==> config.mk <==
export PLATFORM = sky130hd
export DESIGN_NAME = tofHistTop
export DESIGN_NICKNAME = d
export VERILOG_FILES = /design/src/design/tofHistPkg.sv /design/src/design/sampleIntake.sv /design/src/design/histogramBuilder.sv /design/src/design/peakDetector.sv /design/src/design/phaseController.sv /design/src/design/tofHistTop.sv
export VERILOG_INCLUDE_DIRS = /design/src /design/src/design
export SDC_FILE = /design/constraint.sdc
export NUM_CORES = 1
export LEC_CHECK = 0
export CORE_MARGIN = 2
export CORE_UTILIZATION = 50
export DETAILED_ROUTE_END_ITERATION = 6
export DONT_BUFFER_PORTS = 1
export GPL_TIMING_DRIVEN = 0
export HOLD_SLACK_MARGIN = 0.06
export PLACE_DENSITY = 0.78
export RECOVER_POWER = 25
export SYNTH_ARGS = -nofsm -noshare
export SYNTH_HDL_FRONTEND = slang
export SYNTH_SLANG_ARGS = --single-unit
==> constraint.sdc <==
create_clock -name clk -period 3.7 [get_ports clk]
set_clock_uncertainty 0.15 [all_clocks]
set_input_delay 1.11 -clock clk [delete_from_list [all_inputs] [get_ports clk]]
set_output_delay 1.11 -clock clk [all_outputs]
set_load 0.02 [all_outputs]
==> src/design/tofHist_macros.svh <==
`ifndef TOF_HIST_MACROS_SVH
`define TOF_HIST_MACROS_SVH

// coarse TDC timestamp width
`define TOF_TS_BITS 10

// bin address width, 32 bins per histogram
// coarse bin is the upper timestamp field
`define TOF_BIN_BITS 5

// per-bin counter width, saturates at all ones
`define TOF_COUNT_BITS 6

// samples consumed per pass, discarded ones included
`define TOF_ACQ_LEN 96

// intake FIFO depth
// also the credits the source starts with
`define TOF_CREDITS 4

`endif

==> src/design/tofHistPkg.sv <==
`include "tofHist_macros.svh"

package tofHistPkg;

    // one raw timestamp or one final estimate
    typedef logic [`TOF_TS_BITS-1:0] timestamp_t;

    // histogram bin index
    typedef logic [`TOF_BIN_BITS-1:0] binAddr_t;

    // occupancy of a single bin
    typedef logic [`TOF_COUNT_BITS-1:0] binCount_t;

    // which histogram pass is running
    // coarse pass bins on the upper field
    // fine pass bins on the lower field inside the window
    typedef enum logic {
        PH_COARSE,
        PH_FINE
    } phase_t;

endpackage

==> src/design/sampleIntake.sv <==
`timescale 1ns/1ps
`include "tofHist_macros.svh"

module sampleIntake (
    input  logic                   clk,
    input  logic                   rstN,
    input  logic                   tsValid,
    input  tofHistPkg::timestamp_t ts,
    input  logic                   samplePop,
    input  tofHistPkg::phase_t     phase,
    input  tofHistPkg::binAddr_t   windowBin,
    output logic                   tsCredit,
    output logic                   sampleReady,
    output tofHistPkg::binAddr_t   sampleBin,
    output logic                   sampleInWindow
);
    import tofHistPkg::*;

    localparam int fifoDepth = `TOF_CREDITS;
    localparam int ptrBits = $clog2(fifoDepth);
    localparam int fillBits = $clog2(fifoDepth + 1);

    // sample storage, payload only
    timestamp_t          fifoMem [fifoDepth];
    logic [ptrBits-1:0]  wrPtr;
    logic [ptrBits-1:0]  rdPtr;
    logic [fillBits-1:0] fillCount;

    // head entry split into its two bin fields
    timestamp_t headTs;
    binAddr_t   headCoarse;
    binAddr_t   headFine;

    // pointer advance with wrap at depth
    function automatic logic [ptrBits-1:0] nextPtr(input logic [ptrBits-1:0] ptr);
        return (ptr == ptrBits'(fifoDepth - 1)) ? '0 : ptr + 1'b1;
    endfunction

    // one credit back per sample leaving the FIFO
    assign tsCredit = samplePop;
    assign sampleReady = (fillCount != '0);

    always_ff @(posedge clk) begin
        if (tsValid) begin
            fifoMem[wrPtr] <= ts;
        end
    end

    always_ff @(posedge clk or negedge rstN) begin
        if (!rstN) begin
            wrPtr     <= '0;
            rdPtr     <= '0;
            fillCount <= '0;
        end else begin
            if (tsValid) begin
                wrPtr <= nextPtr(wrPtr);
            end
            if (samplePop) begin
                rdPtr <= nextPtr(rdPtr);
            end
            // simultaneous push and pop leaves occupancy unchanged
            case ({tsValid, samplePop})
                2'b10:   fillCount <= fillCount + 1'b1;
                2'b01:   fillCount <= fillCount - 1'b1;
                default: fillCount <= fillCount;
            endcase
        end
    end

    assign headTs     = fifoMem[rdPtr];
    assign headCoarse = headTs[`TOF_TS_BITS-1 -: `TOF_BIN_BITS];
    assign headFine   = headTs[`TOF_BIN_BITS-1:0];

    // map at pop time with the phase in force right now
    always_comb begin
        if (phase == PH_COARSE) begin
            sampleBin      = headCoarse;
            sampleInWindow = 1'b1;
        end else begin
            // fine pass keeps only samples in the coarse window
            sampleBin      = headFine;
            sampleInWindow = (headCoarse == windowBin);
        end
    end

    // source overran its credits
    // a pop in the same cycle frees the slot being written
    assert property (@(posedge clk) disable iff (!rstN)
        tsValid |-> (fillCount < fillBits'(fifoDepth)) || samplePop)
        else $error("sampleIntake: sample written while FIFO full");

    // builder popped with nothing stored
    assert property (@(posedge clk) disable iff (!rstN)
        samplePop |-> sampleReady)
        else $error("sampleIntake: pop from empty FIFO");

endmodule

==> src/design/histogramBuilder.sv <==
`timescale 1ns/1ps
`include "tofHist_macros.svh"

module histogramBuilder (
    input  logic                  clk,
    input  logic                  rstN,
    input  logic                  sampleReady,
    input  tofHistPkg::binAddr_t  sampleBin,
    input  logic                  sampleInWindow,
    input  tofHistPkg::phase_t    phase,
    input  logic                  scanRead,
    input  tofHistPkg::binAddr_t  scanAddr,
    input  logic                  peakDone,
    output logic                  samplePop,
    output logic                  scanStart,
    output tofHistPkg::binCount_t scanCount
);
    import tofHistPkg::*;

    // accumulate reads a bin, write stores it back, scan hands bins out
    typedef enum logic [1:0] {
        ACCUM,
        WRITE,
        SCAN
    } buildState_t;

    localparam int numBins = 1 << `TOF_BIN_BITS;
    localparam int popBits = $clog2(`TOF_ACQ_LEN + 1);

    buildState_t        state;
    binCount_t          binMem [numBins];
    logic [popBits-1:0] popCount;
    logic               acqDone;

    // sample in flight between read and write
    binAddr_t  curBin;
    logic      curInWindow;
    binCount_t curCount;

    // pop only from accumulate and only with data waiting
    assign samplePop = (state == ACCUM) && sampleReady;
    assign acqDone   = (popCount == popBits'(`TOF_ACQ_LEN));

    // async read port for the peak sweep
    assign scanCount = binMem[scanAddr];

    always_ff @(posedge clk or negedge rstN) begin
        if (!rstN) begin
            state     <= ACCUM;
            popCount  <= '0;
            scanStart <= 1'b0;
        end else begin
            scanStart <= 1'b0;
            case (state)
                ACCUM: begin
                    if (samplePop) begin
                        state    <= WRITE;
                        popCount <= popCount + 1'b1;
                    end
                end
                WRITE: begin
                    // last write of the pass lands this cycle
                    if (acqDone) begin
                        state     <= SCAN;
                        scanStart <= 1'b1;
                    end else begin
                        state <= ACCUM;
                    end
                end
                SCAN: begin
                    // phase flips on the same edge
                    if (peakDone) begin
                        state    <= ACCUM;
                        popCount <= '0;
                    end
                end
                default: state <= ACCUM;
            endcase
        end
    end

    // capture the popped sample and its bin's current count
    always_ff @(posedge clk) begin
        if (samplePop) begin
            curBin      <= sampleBin;
            curInWindow <= sampleInWindow;
            curCount    <= binMem[sampleBin];
        end
    end

    // bin memory with reset clear
    always_ff @(posedge clk or negedge rstN) begin
        if (!rstN) begin
            for (int i = 0; i < numBins; i++) begin
                binMem[i] <= '0;
            end
        end else if (state == WRITE) begin
            // out-of-window pops burn the slot, no write
            if (curInWindow && (curCount != '1)) begin
                binMem[curBin] <= curCount + 1'b1;
            end
        end else if ((state == SCAN) && scanRead) begin
            // read and clear, ready for the next pass
            binMem[scanAddr] <= '0;
        end
    end

    // phase must hold from pop through the write
    assert property (@(posedge clk) disable iff (!rstN)
        samplePop |=> $stable(phase))
        else $error("histogramBuilder: phase changed under a sample in flight");

    // detector may only sweep while accumulation is parked
    assert property (@(posedge clk) disable iff (!rstN)
        scanRead |-> (state == SCAN))
        else $error("histogramBuilder: scan read outside SCAN");

endmodule

==> src/design/peakDetector.sv <==
`timescale 1ns/1ps

module peakDetector (
    input  logic                  clk,
    input  logic                  rstN,
    input  logic                  scanStart,
    input  tofHistPkg::binCount_t scanCount,
    output logic                  scanRead,
    output tofHistPkg::binAddr_t  scanAddr,
    output logic                  peakDone,
    output tofHistPkg::binAddr_t  peakBin
);
    import tofHistPkg::*;

    typedef enum logic {
        IDLE,
        SWEEP
    } sweepState_t;

    // final bin of a sweep
    localparam binAddr_t lastAddr = '1;

    sweepState_t state;
    binAddr_t    addrReg;
    binCount_t   maxCount;
    binAddr_t    maxBin;

    assign scanRead = (state == SWEEP);
    assign scanAddr = addrReg;
    assign peakBin  = maxBin;

    always_ff @(posedge clk or negedge rstN) begin
        if (!rstN) begin
            state    <= IDLE;
            addrReg  <= '0;
            maxCount <= '0;
            maxBin   <= '0;
            peakDone <= 1'b0;
        end else begin
            peakDone <= 1'b0;
            case (state)
                IDLE: begin
                    // empty histogram falls back to bin 0
                    if (scanStart) begin
                        state    <= SWEEP;
                        addrReg  <= '0;
                        maxCount <= '0;
                        maxBin   <= '0;
                    end
                end
                SWEEP: begin
                    // strictly greater only, so ties stay on the lower index
                    if (scanCount > maxCount) begin
                        maxCount <= scanCount;
                        maxBin   <= addrReg;
                    end
                    if (addrReg == lastAddr) begin
                        state    <= IDLE;
                        peakDone <= 1'b1;
                    end else begin
                        addrReg <= addrReg + 1'b1;
                    end
                end
                default: state <= IDLE;
            endcase
        end
    end

    // builder must not request a new sweep mid-sweep
    assert property (@(posedge clk) disable iff (!rstN)
        scanStart |-> (state == IDLE))
        else $error("peakDetector: scanStart during sweep");

endmodule

==> src/design/phaseController.sv <==
`timescale 1ns/1ps

module phaseController (
    input  logic                   clk,
    input  logic                   rstN,
    input  logic                   peakDone,
    input  tofHistPkg::binAddr_t   peakBin,
    output tofHistPkg::phase_t     phase,
    output tofHistPkg::binAddr_t   windowBin,
    output logic                   resultValid,
    output tofHistPkg::timestamp_t result
);
    import tofHistPkg::*;

    // pass sequencing and window hold
    always_ff @(posedge clk or negedge rstN) begin
        if (!rstN) begin
            phase       <= PH_COARSE;
            windowBin   <= '0;
            resultValid <= 1'b0;
        end else begin
            resultValid <= 1'b0;
            if (peakDone) begin
                if (phase == PH_COARSE) begin
                    // coarse peak becomes the fine window
                    windowBin <= peakBin;
                    phase     <= PH_FINE;
                end else begin
                    // measurement complete
                    resultValid <= 1'b1;
                    phase       <= PH_COARSE;
                end
            end
        end
    end

    // estimate is window base plus fine offset
    // only meaningful while resultValid is high
    always_ff @(posedge clk) begin
        if (peakDone && (phase == PH_FINE)) begin
            result <= {windowBin, peakBin};
        end
    end

endmodule

==> src/design/tofHistTop.sv <==
`timescale 1ns/1ps

module tofHistTop (
    input  logic                   clk,
    input  logic                   rstN,
    input  logic                   tsValid,
    input  tofHistPkg::timestamp_t ts,
    output logic                   tsCredit,
    output logic                   resultValid,
    output tofHistPkg::timestamp_t result
);
    import tofHistPkg::*;

    // intake to builder
    logic     sampleReady;
    binAddr_t sampleBin;
    logic     sampleInWindow;
    logic     samplePop;

    // builder and detector sweep
    logic      scanStart;
    logic      scanRead;
    binAddr_t  scanAddr;
    binCount_t scanCount;

    // detector result and pass control
    logic     peakDone;
    binAddr_t peakBin;
    phase_t   phase;
    binAddr_t windowBin;

    sampleIntake sampleIntakeU0 (
        .clk           (clk),
        .rstN          (rstN),
        .tsValid       (tsValid),
        .ts            (ts),
        .samplePop     (samplePop),
        .phase         (phase),
        .windowBin     (windowBin),
        .tsCredit      (tsCredit),
        .sampleReady   (sampleReady),
        .sampleBin     (sampleBin),
        .sampleInWindow(sampleInWindow)
    );

    histogramBuilder histogramBuilderU0 (
        .clk           (clk),
        .rstN          (rstN),
        .sampleReady   (sampleReady),
        .sampleBin     (sampleBin),
        .sampleInWindow(sampleInWindow),
        .phase         (phase),
        .scanRead      (scanRead),
        .scanAddr      (scanAddr),
        .peakDone      (peakDone),
        .samplePop     (samplePop),
        .scanStart     (scanStart),
        .scanCount     (scanCount)
    );

    peakDetector peakDetectorU0 (
        .clk      (clk),
        .rstN     (rstN),
        .scanStart(scanStart),
        .scanCount(scanCount),
        .scanRead (scanRead),
        .scanAddr (scanAddr),
        .peakDone (peakDone),
        .peakBin  (peakBin)
    );

    phaseController phaseControllerU0 (
        .clk        (clk),
        .rstN       (rstN),
        .peakDone   (peakDone),
        .peakBin    (peakBin),
        .phase      (phase),
        .windowBin  (windowBin),
        .resultValid(resultValid),
        .result     (result)
    );

endmodule

### Word level (Yosys, flattened, before mapping)

Memories as Yosys holds them, arrays and structs flattened.
Cells that the tools add are included.

| word-level totals | value |
|---|---|
| RAM bits | 40 |
| logic and storage cells | 149 |
| output and inout bits | 12 |
| register bits | 256 |
| memories kept | 1 |

Memory list:

| memory | words | width | rd ports | clocked after memory_dff | wr ports | RTL line | text |
|---|---|---|---|---|---|---|---|
| sampleIntakeU0.fifoMem | 4 | 10 | 1 | 0 | 1 | sampleIntake.sv:24 | `timestamp_t fifoMem [fifoDepth];` |

| cells by class | value |
|---|---|
| magnitude comparators | 6 |
| equal/unequal tests | 16 |
| bitwise logic cells | 7 |
| reductions and logical operators | 17 |
| multiplexer cells | 45 |
| add/sub/neg operators | 7 |

Operators with widths:

| cell | number |
|---|---|
| 192-bit 2-to-1 mux | 3 |
| 192-bit AND | 1 |
| 192-bit bitwise mux | 1 |
| 192-bit NOT | 1 |
| 6-bit binary-select mux with 5-bit select | 2 |
| 6-bit demux with 5-bit select | 2 |
| 6-bit 2-to-1 mux | 8 |
| 5-bit 2-to-1 mux | 4 |
| 5-bit case mux with 2 select lines | 2 |
| 6-bit greater-or-equal comparator, second input constant | 3 |
| 5-bit NOT with 6-bit output | 3 |
| 7-bit 2-to-1 mux | 2 |
| 7-bit case mux with 2 select lines | 1 |
| 6-bit by 1-bit less-than comparator with 1-bit output, second input constant | 2 |
| 6-bit case mux with 2 select lines | 1 |
| 1-bit 2-to-1 mux | 11 |
| 2-bit 2-to-1 mux | 5 |
| 2-bit inequality test, second input constant | 5 |
| 2-bit AND reduction | 5 |
| 2-bit == test, second input constant | 4 |
| 7-bit by 1-bit adder with 7-bit output, second input constant | 1 |
| 7-bit == test, second input constant | 1 |
| 6-bit by 1-bit adder with 6-bit output, second input constant | 1 |
| 6-bit > comparator | 1 |
| other kinds (18) | 28 |

### Logic depth before layout (Yosys ltp)

| depth | value |
|---|---|
| depth in word-level cells | 9 |
| depth in mapped cells | 15 |
| gate-level depth less buffers | 12 |

### Hierarchy

Synthesis repeated with hierarchy kept, for this count alone.

| unflattened totals | value |
|---|---|
| cells, all modules | 1,036 |
| area, all modules | 14,893.0 µm² |

By module, submodules not included:

| module | area each (µm²) | cells an instance | times used |
|---|---|---|---|
| histogramBuilder | 11,347.1 | 810 | 1 |
| sampleIntake | 2,009.4 | 103 | 1 |
| peakDetector | 974.7 | 98 | 1 |
| phaseController | 561.8 | 25 | 1 |

### Worst setup path before layout

No wires, ideal clock.

| timing | value |
|---|---|
| path type | register to register |
| start | reg peakDetectorU0.addrReg[0] (netlist: peakDetectorU0.scanAddr[0]) |
| end | reg peakDetectorU0.maxCount[1] |
| cell stages (with the launch flop) | 15 |
| data arrival time | 3.666 ns |
| data required time | 3.425 ns |
| buffers on the path | 3 |
| slack | -0.240 ns |
| setup time | 0.125 ns |
| clock period less this slack | 3.940 ns |
| cell sequence | dfrtp_1 -> clkbuf_1 -> clkbuf_1 -> mux4_2 -> a22oi_1 -> nand4_1 -> ha_1 -> nor2b_1 -> o21a_1 -> o21a_1 -> o21a_1 -> o21ai_0 -> a21oi_1 -> buf_1 -> mux2_2 |

| on the way | value |
|---|---|
| longest elaborated chain between the ends | 7 |
| elaborated cells between the ends (all ways) | 9 |

RTL lines:

| item | RTL line | text |
|---|---|---|
| start: declaration | peakDetector.sv:24 | `binAddr_t addrReg;` |
| start signal: assignment | peakDetector.sv:61 | `addrReg <= addrReg + 1'b1;` |
| 5-bit NOT with 6-bit output (not written as such) * | histogramBuilder.sv:45 | `assign scanCount = binMem[scanAddr];` |
| 6-bit binary-select mux with 5-bit select * | histogramBuilder.sv:45 |  |
| 6-bit 2-to-1 mux (not written as such) * (2 in series) | histogramBuilder.sv:45 |  |
| 6-bit > comparator | peakDetector.sv:53 | `if (scanCount > maxCount) begin` |
| 2-bit inequality test (no source line) | - |  |
| 2-bit AND reduction (no source line) | - |  |
| end signal: assignment | peakDetector.sv:54 | `maxCount <= scanCount;` |
| end: declaration | peakDetector.sv:25 | `binCount_t maxCount;` |

Every way passes the cells marked *; elsewhere a longest branch is shown, timed or not. The select of a mux whose other input is x is not followed.
A chain may end at the register's enable or synchronous reset.

### Final worst setup path

| timing | value |
|---|---|
| start | reg peakDetectorU0.addrReg[0] (netlist: peakDetectorU0.scanAddr[0]) |
| end | reg peakDetectorU0.maxCount[3] |

The elaborated chain is that of the path after synthesis.

==> metrics.txt <==
failing checks design-rule violations, negative setup slack; die outline area around 31,000 um2; critical path launch point type flop; via total after detailed routing approximately 12,000; FFs w/ async S/R, synth between 70% and 80%; total of endpoints with negative setup slack in the final report 9; critical path class flop to flop; placed cell count approximately 1,700; Congestion Overflow GR 0; wire length of the first global-routing pass around 80,000 um; Area Overhead vs Synth 14.5%; Final Critical Period approximately 3.8 ns; 1st-pass router iterations 7; mean instance size in the synthesized netlist between 10 and 15 um2; count of nets left with antenna violations after detail routing 0; Internal between 8 and 9 mW; total power of the final layout ~15 mW; setup slack of the most critical reg-to-reg path -0.10 ns; routed length per placed instance approximately 30 um; io pins 25; pin count of the biggest net entering global routing 235; worst setup slack after placement -1.29 ns; Cell Count, Final, Fillers Out 1,770; chip height between 150 and 200 um; Max rail drop VDD approximately 0.64 mV; share of cells above drive strength 1 15.9%; Crit. End Element flop; clock network fraction of design power between 20% and 30%; most frequent cells in the layout 231 x sky130_fd_sc_hd__dfrtp_1, 218 x sky130_fd_sc_hd__nand2_1, 192 x sky130_fd_sc_hd__a22o_1; die extent in x ~180 um; Num CTS Buffers 34; area of the mapped netlist 14,900 um2; maximum achievable frequency 0.263 GHz; max-cap violation count 0; Arrival @ worst endpoint between 4 and 5 ns; nets in the synthesized netlist around 1,300; count of flip-flops with a built-in enable after synthesis slightly above 60; combinational group share of total power about two fifths; leak pwr just under 7 nW; TritonCTS clock tree done; TritonCTS Sinks slightly below 300; flip-flop cell with the highest count after synthesis sky130_fd_sc_hd__dfrtp_1; max-slew violation total from the final report 0; post-synthesis sequential element count 296; outcome finished, violations left; most common library cell in the layout ignoring fill and taps sky130_fd_sc_hd__dfrtp_1; core area 29,500 um2; GRT Overall Usage around a third; cell at the root of the clock tree sky130_fd_sc_hd__clkbuf_16; 1st-iter DRT viols between 1,500 and 2,000; Least-Margin Pin Slew between 1 and 1.5 ns; P_sw about 6.5 mW; part of the cycle the worst path needs 103%; Filler Cells Inserted 2,396; vias in the first global route ~12,000; synthesis warning total 0; startpoint of the worst register-to-register path peakDetectorU0.scanAddr[0]$_DFFE_PN0P_; worst min path class input port to asynchronous set/reset pin; H-tree Lvls 2; standard-cell rows 63; worst slew margin relative to its limit 28.1%; post-synth cell types 47; Final GP Congestion about 1.1; Post-Route WL ~52,000 um; worst slack on hold paths 0.0950 ns; top cell type by total area after synthesis sky130_fd_sc_hd__dfrtp_1; power density cells between 900 and 1000 nW/um2; Synth top area share about two fifths; initial antenna violation count 1; hold_buf cts 0; number of remaining DRC errors 13; estimated wirelength of the detail-placed design roughly 36,000 um; DR vias/cell 6.95; synthesized instance count around 1,300; net total in the final layout approximately 1,400; Worst R2R End peakDetectorU0.maxCount[3]$_DFFE_PN0P_; fraction of the yosys area taken by sequential cells ~52%; switching share of power a little over two fifths; setup repair after global routing missed its margin true; biggest fanout along the worst timing path 8; most area-consuming cells after synthesis sky130_fd_sc_hd__dfrtp_1 39%, sky130_fd_sc_hd__edfxtp_1 13%, sky130_fd_sc_hd__a22o_1 11%; Clock Path Buffers 3; clock network latency to the later pin of the worst-skew pair 0.57 ns; post-route worst setup slack -0.100 ns; clock-pin transition on the worst setup and hold timing paths 0.06 ns; number of buffer cells added on primary ports 0; initial standard-cell utilization of the core 50.5%; CP required around 4.0 ns; total count of hold-check failures in the final report 0; number of cells on the worst reg-to-reg path 14; ant diodes 0; Seq pwr share 34.6%
-- critical path: stages, from the launching register on --
cell and delay (ns):
sky130_fd_sc_hd__dfrtp_2 0.56, sky130_fd_sc_hd__clkbuf_16 0.23, sky130_fd_sc_hd__buf_6 0.10, sky130_fd_sc_hd__mux4_2 0.50, sky130_fd_sc_hd__a22oi_2 0.29, sky130_fd_sc_hd__nand4_1 0.22, sky130_fd_sc_hd__ha_1 0.35, sky130_fd_sc_hd__nor2b_4 0.13
sky130_fd_sc_hd__o21a_1 0.16, sky130_fd_sc_hd__o21a_1 0.16, sky130_fd_sc_hd__o21a_1 0.17, sky130_fd_sc_hd__o21ai_2 0.13, sky130_fd_sc_hd__a21oi_2 0.09, sky130_fd_sc_hd__buf_6 0.15, sky130_fd_sc_hd__mux2_2 0.27
-- timing repair --
item                                    in CTS  in global routing
cloned                                       1                  0
buffers inserted                            13                  6
resized for setup                           44                 12
pin swaps                                    4                  1
endpoints found under the setup margin      11                 17
-- flip-flops by register name (all words and copies together), names as in the netlist, 2 cells and up --
register	flops
histogramBuilderU0.binMem	192
histogramBuilderU0.curBin	5
histogramBuilderU0.curCount	6
histogramBuilderU0.popCount	7
histogramBuilderU0.state	2
peakDetectorU0.maxCount	6
peakDetectorU0.peakBin	5
peakDetectorU0.scanAddr	5
phaseControllerU0.result	10
phaseControllerU0.windowBin	5
sampleIntakeU0.fifoMem	40
sampleIntakeU0.fillCount	3
sampleIntakeU0.rdPtr	2
sampleIntakeU0.wrPtr	2
-- through the flow --
stage | instance area, um2 | setup TNS, ns | util [%]
6_report | 17000 | -0.535 | 57.8
5_1_grt | 17000 | -1.03 | 57.8
4_1_cts | 16900 | 0 | 57.5
3_5_place_dp | 15400 | -12.99 | 52.3
3_3_place_gp | 15400 | -21.66 | 52.2
2_1_floorplan | 14900 | 0 | -
-- worst max-delay path by stage --
| stage | startpoint | endpoint | slack (ns) | depth (start not counted) |
|---|---|---|---|---|
| after floorplan | histogramBuilderU0.state[1]$_DFFE_PN0P_ | sampleIntakeU0.fillCount[2]$_DFFE_PN0P_ | 0.009 | 7 |
| after global placement | peakDetectorU0.scanAddr[1]$_DFFE_PN0P_ | peakDetectorU0.maxCount[4]$_DFFE_PN0P_ | -1.23 | 15 |
| after detailed placement | peakDetectorU0.scanAddr[1]$_DFFE_PN0P_ | peakDetectorU0.maxCount[3]$_DFFE_PN0P_ | -1.29 | 15 |
| after CTS | peakDetectorU0.scanAddr[0]$_DFFE_PN0P_ | peakDetectorU0.maxCount[3]$_DFFE_PN0P_ | 0.01 | 14 |
| after global routing | peakDetectorU0.scanAddr[0]$_DFFE_PN0P_ | peakDetectorU0.maxCount[4]$_DFFE_PN0P_ | -0.14 | 14 |
| final | peakDetectorU0.scanAddr[0]$_DFFE_PN0P_ | peakDetectorU0.maxCount[3]$_DFFE_PN0P_ | -0.10 | 14 |
-- cells in the mapped netlist (4+ instances only) --
cell / instances
sky130_fd_sc_hd__dfrtp_1: 234
sky130_fd_sc_hd__nand2_1: 218
sky130_fd_sc_hd__a22o_1: 192
sky130_fd_sc_hd__nand3_1: 81
sky130_fd_sc_hd__edfxtp_1: 62
sky130_fd_sc_hd__clkbuf_1: 60
sky130_fd_sc_hd__mux4_2: 58
sky130_fd_sc_hd__nor2_1: 50
sky130_fd_sc_hd__and2_1: 30
sky130_fd_sc_hd__o22ai_1: 30
sky130_fd_sc_hd__a22oi_1: 24
sky130_fd_sc_hd__a311o_1: 24
sky130_fd_sc_hd__ha_1: 20
sky130_fd_sc_hd__inv_1: 20
sky130_fd_sc_hd__o21ai_0: 20
sky130_fd_sc_hd__a211oi_1: 18
sky130_fd_sc_hd__buf_2: 18
sky130_fd_sc_hd__a21oi_1: 17
sky130_fd_sc_hd__mux2_2: 15
sky130_fd_sc_hd__nor3_1: 11
sky130_fd_sc_hd__xnor2_1: 10
sky130_fd_sc_hd__nand4_1: 9
sky130_fd_sc_hd__xor2_1: 9
sky130_fd_sc_hd__mux2i_1: 8
sky130_fd_sc_hd__a311oi_1: 6
sky130_fd_sc_hd__o31ai_1: 6
sky130_fd_sc_hd__or3_1: 5
sky130_fd_sc_hd__inv_2: 4
sky130_fd_sc_hd__nand2b_1: 4
sky130_fd_sc_hd__nor2b_1: 4
-- area by class of cell --
class                   count  area (um2)  area share (%)
well taps                 390         488            2.86
flip-flops and latches    296        7720            45.3
plain buffers              82         477            2.80
clock inverters            16         313            1.84
repair buffers             22         178            1.04
multi-input cells         892        6820            40.0
clock buffers              46         946            5.55
inverters                  26        98.8           0.580
-- metal layers --
| metal | track usage [%] | wire length, um |
|---|---|---|
| met3 | 9.41 | 6030 |
| met4 | 19.7 | 3390 |
| met5 | 0 | 0 |
| met1 | 45.4 | 19800 |
| met2 | 49.9 | 23100 |
-- power groups by stage --
stage / logic (mW) / registers (mW) / clock network (mW)
final: 6.32 / 5.33 / 3.74
after global routing: 6.55 / 5.41 / 3.89
after CTS: 6.05 / 5.28 / 3.74
after detailed placement: 6.00 / 5.31 / 0
after global placement: 5.88 / 5.28 / 0
after floorplan: 3.92 / 4.99 / 0
-- logic make-up (layout without fill, tap and decap cells) --
family,Yosys count,in the layout,synth area share (%)
xor gates and xnor gates,19,19,1.12
adders and majority gates,21,21,1.82
AOI/OAI and AO/OA,343,343,18.5
DFF,296,296,51.9
buffers and inverters,111,192,3.10
and+or+nand+nor,425,425,12.7
muxes,84,84,10.9
Power figures use the tool's default switching activity.
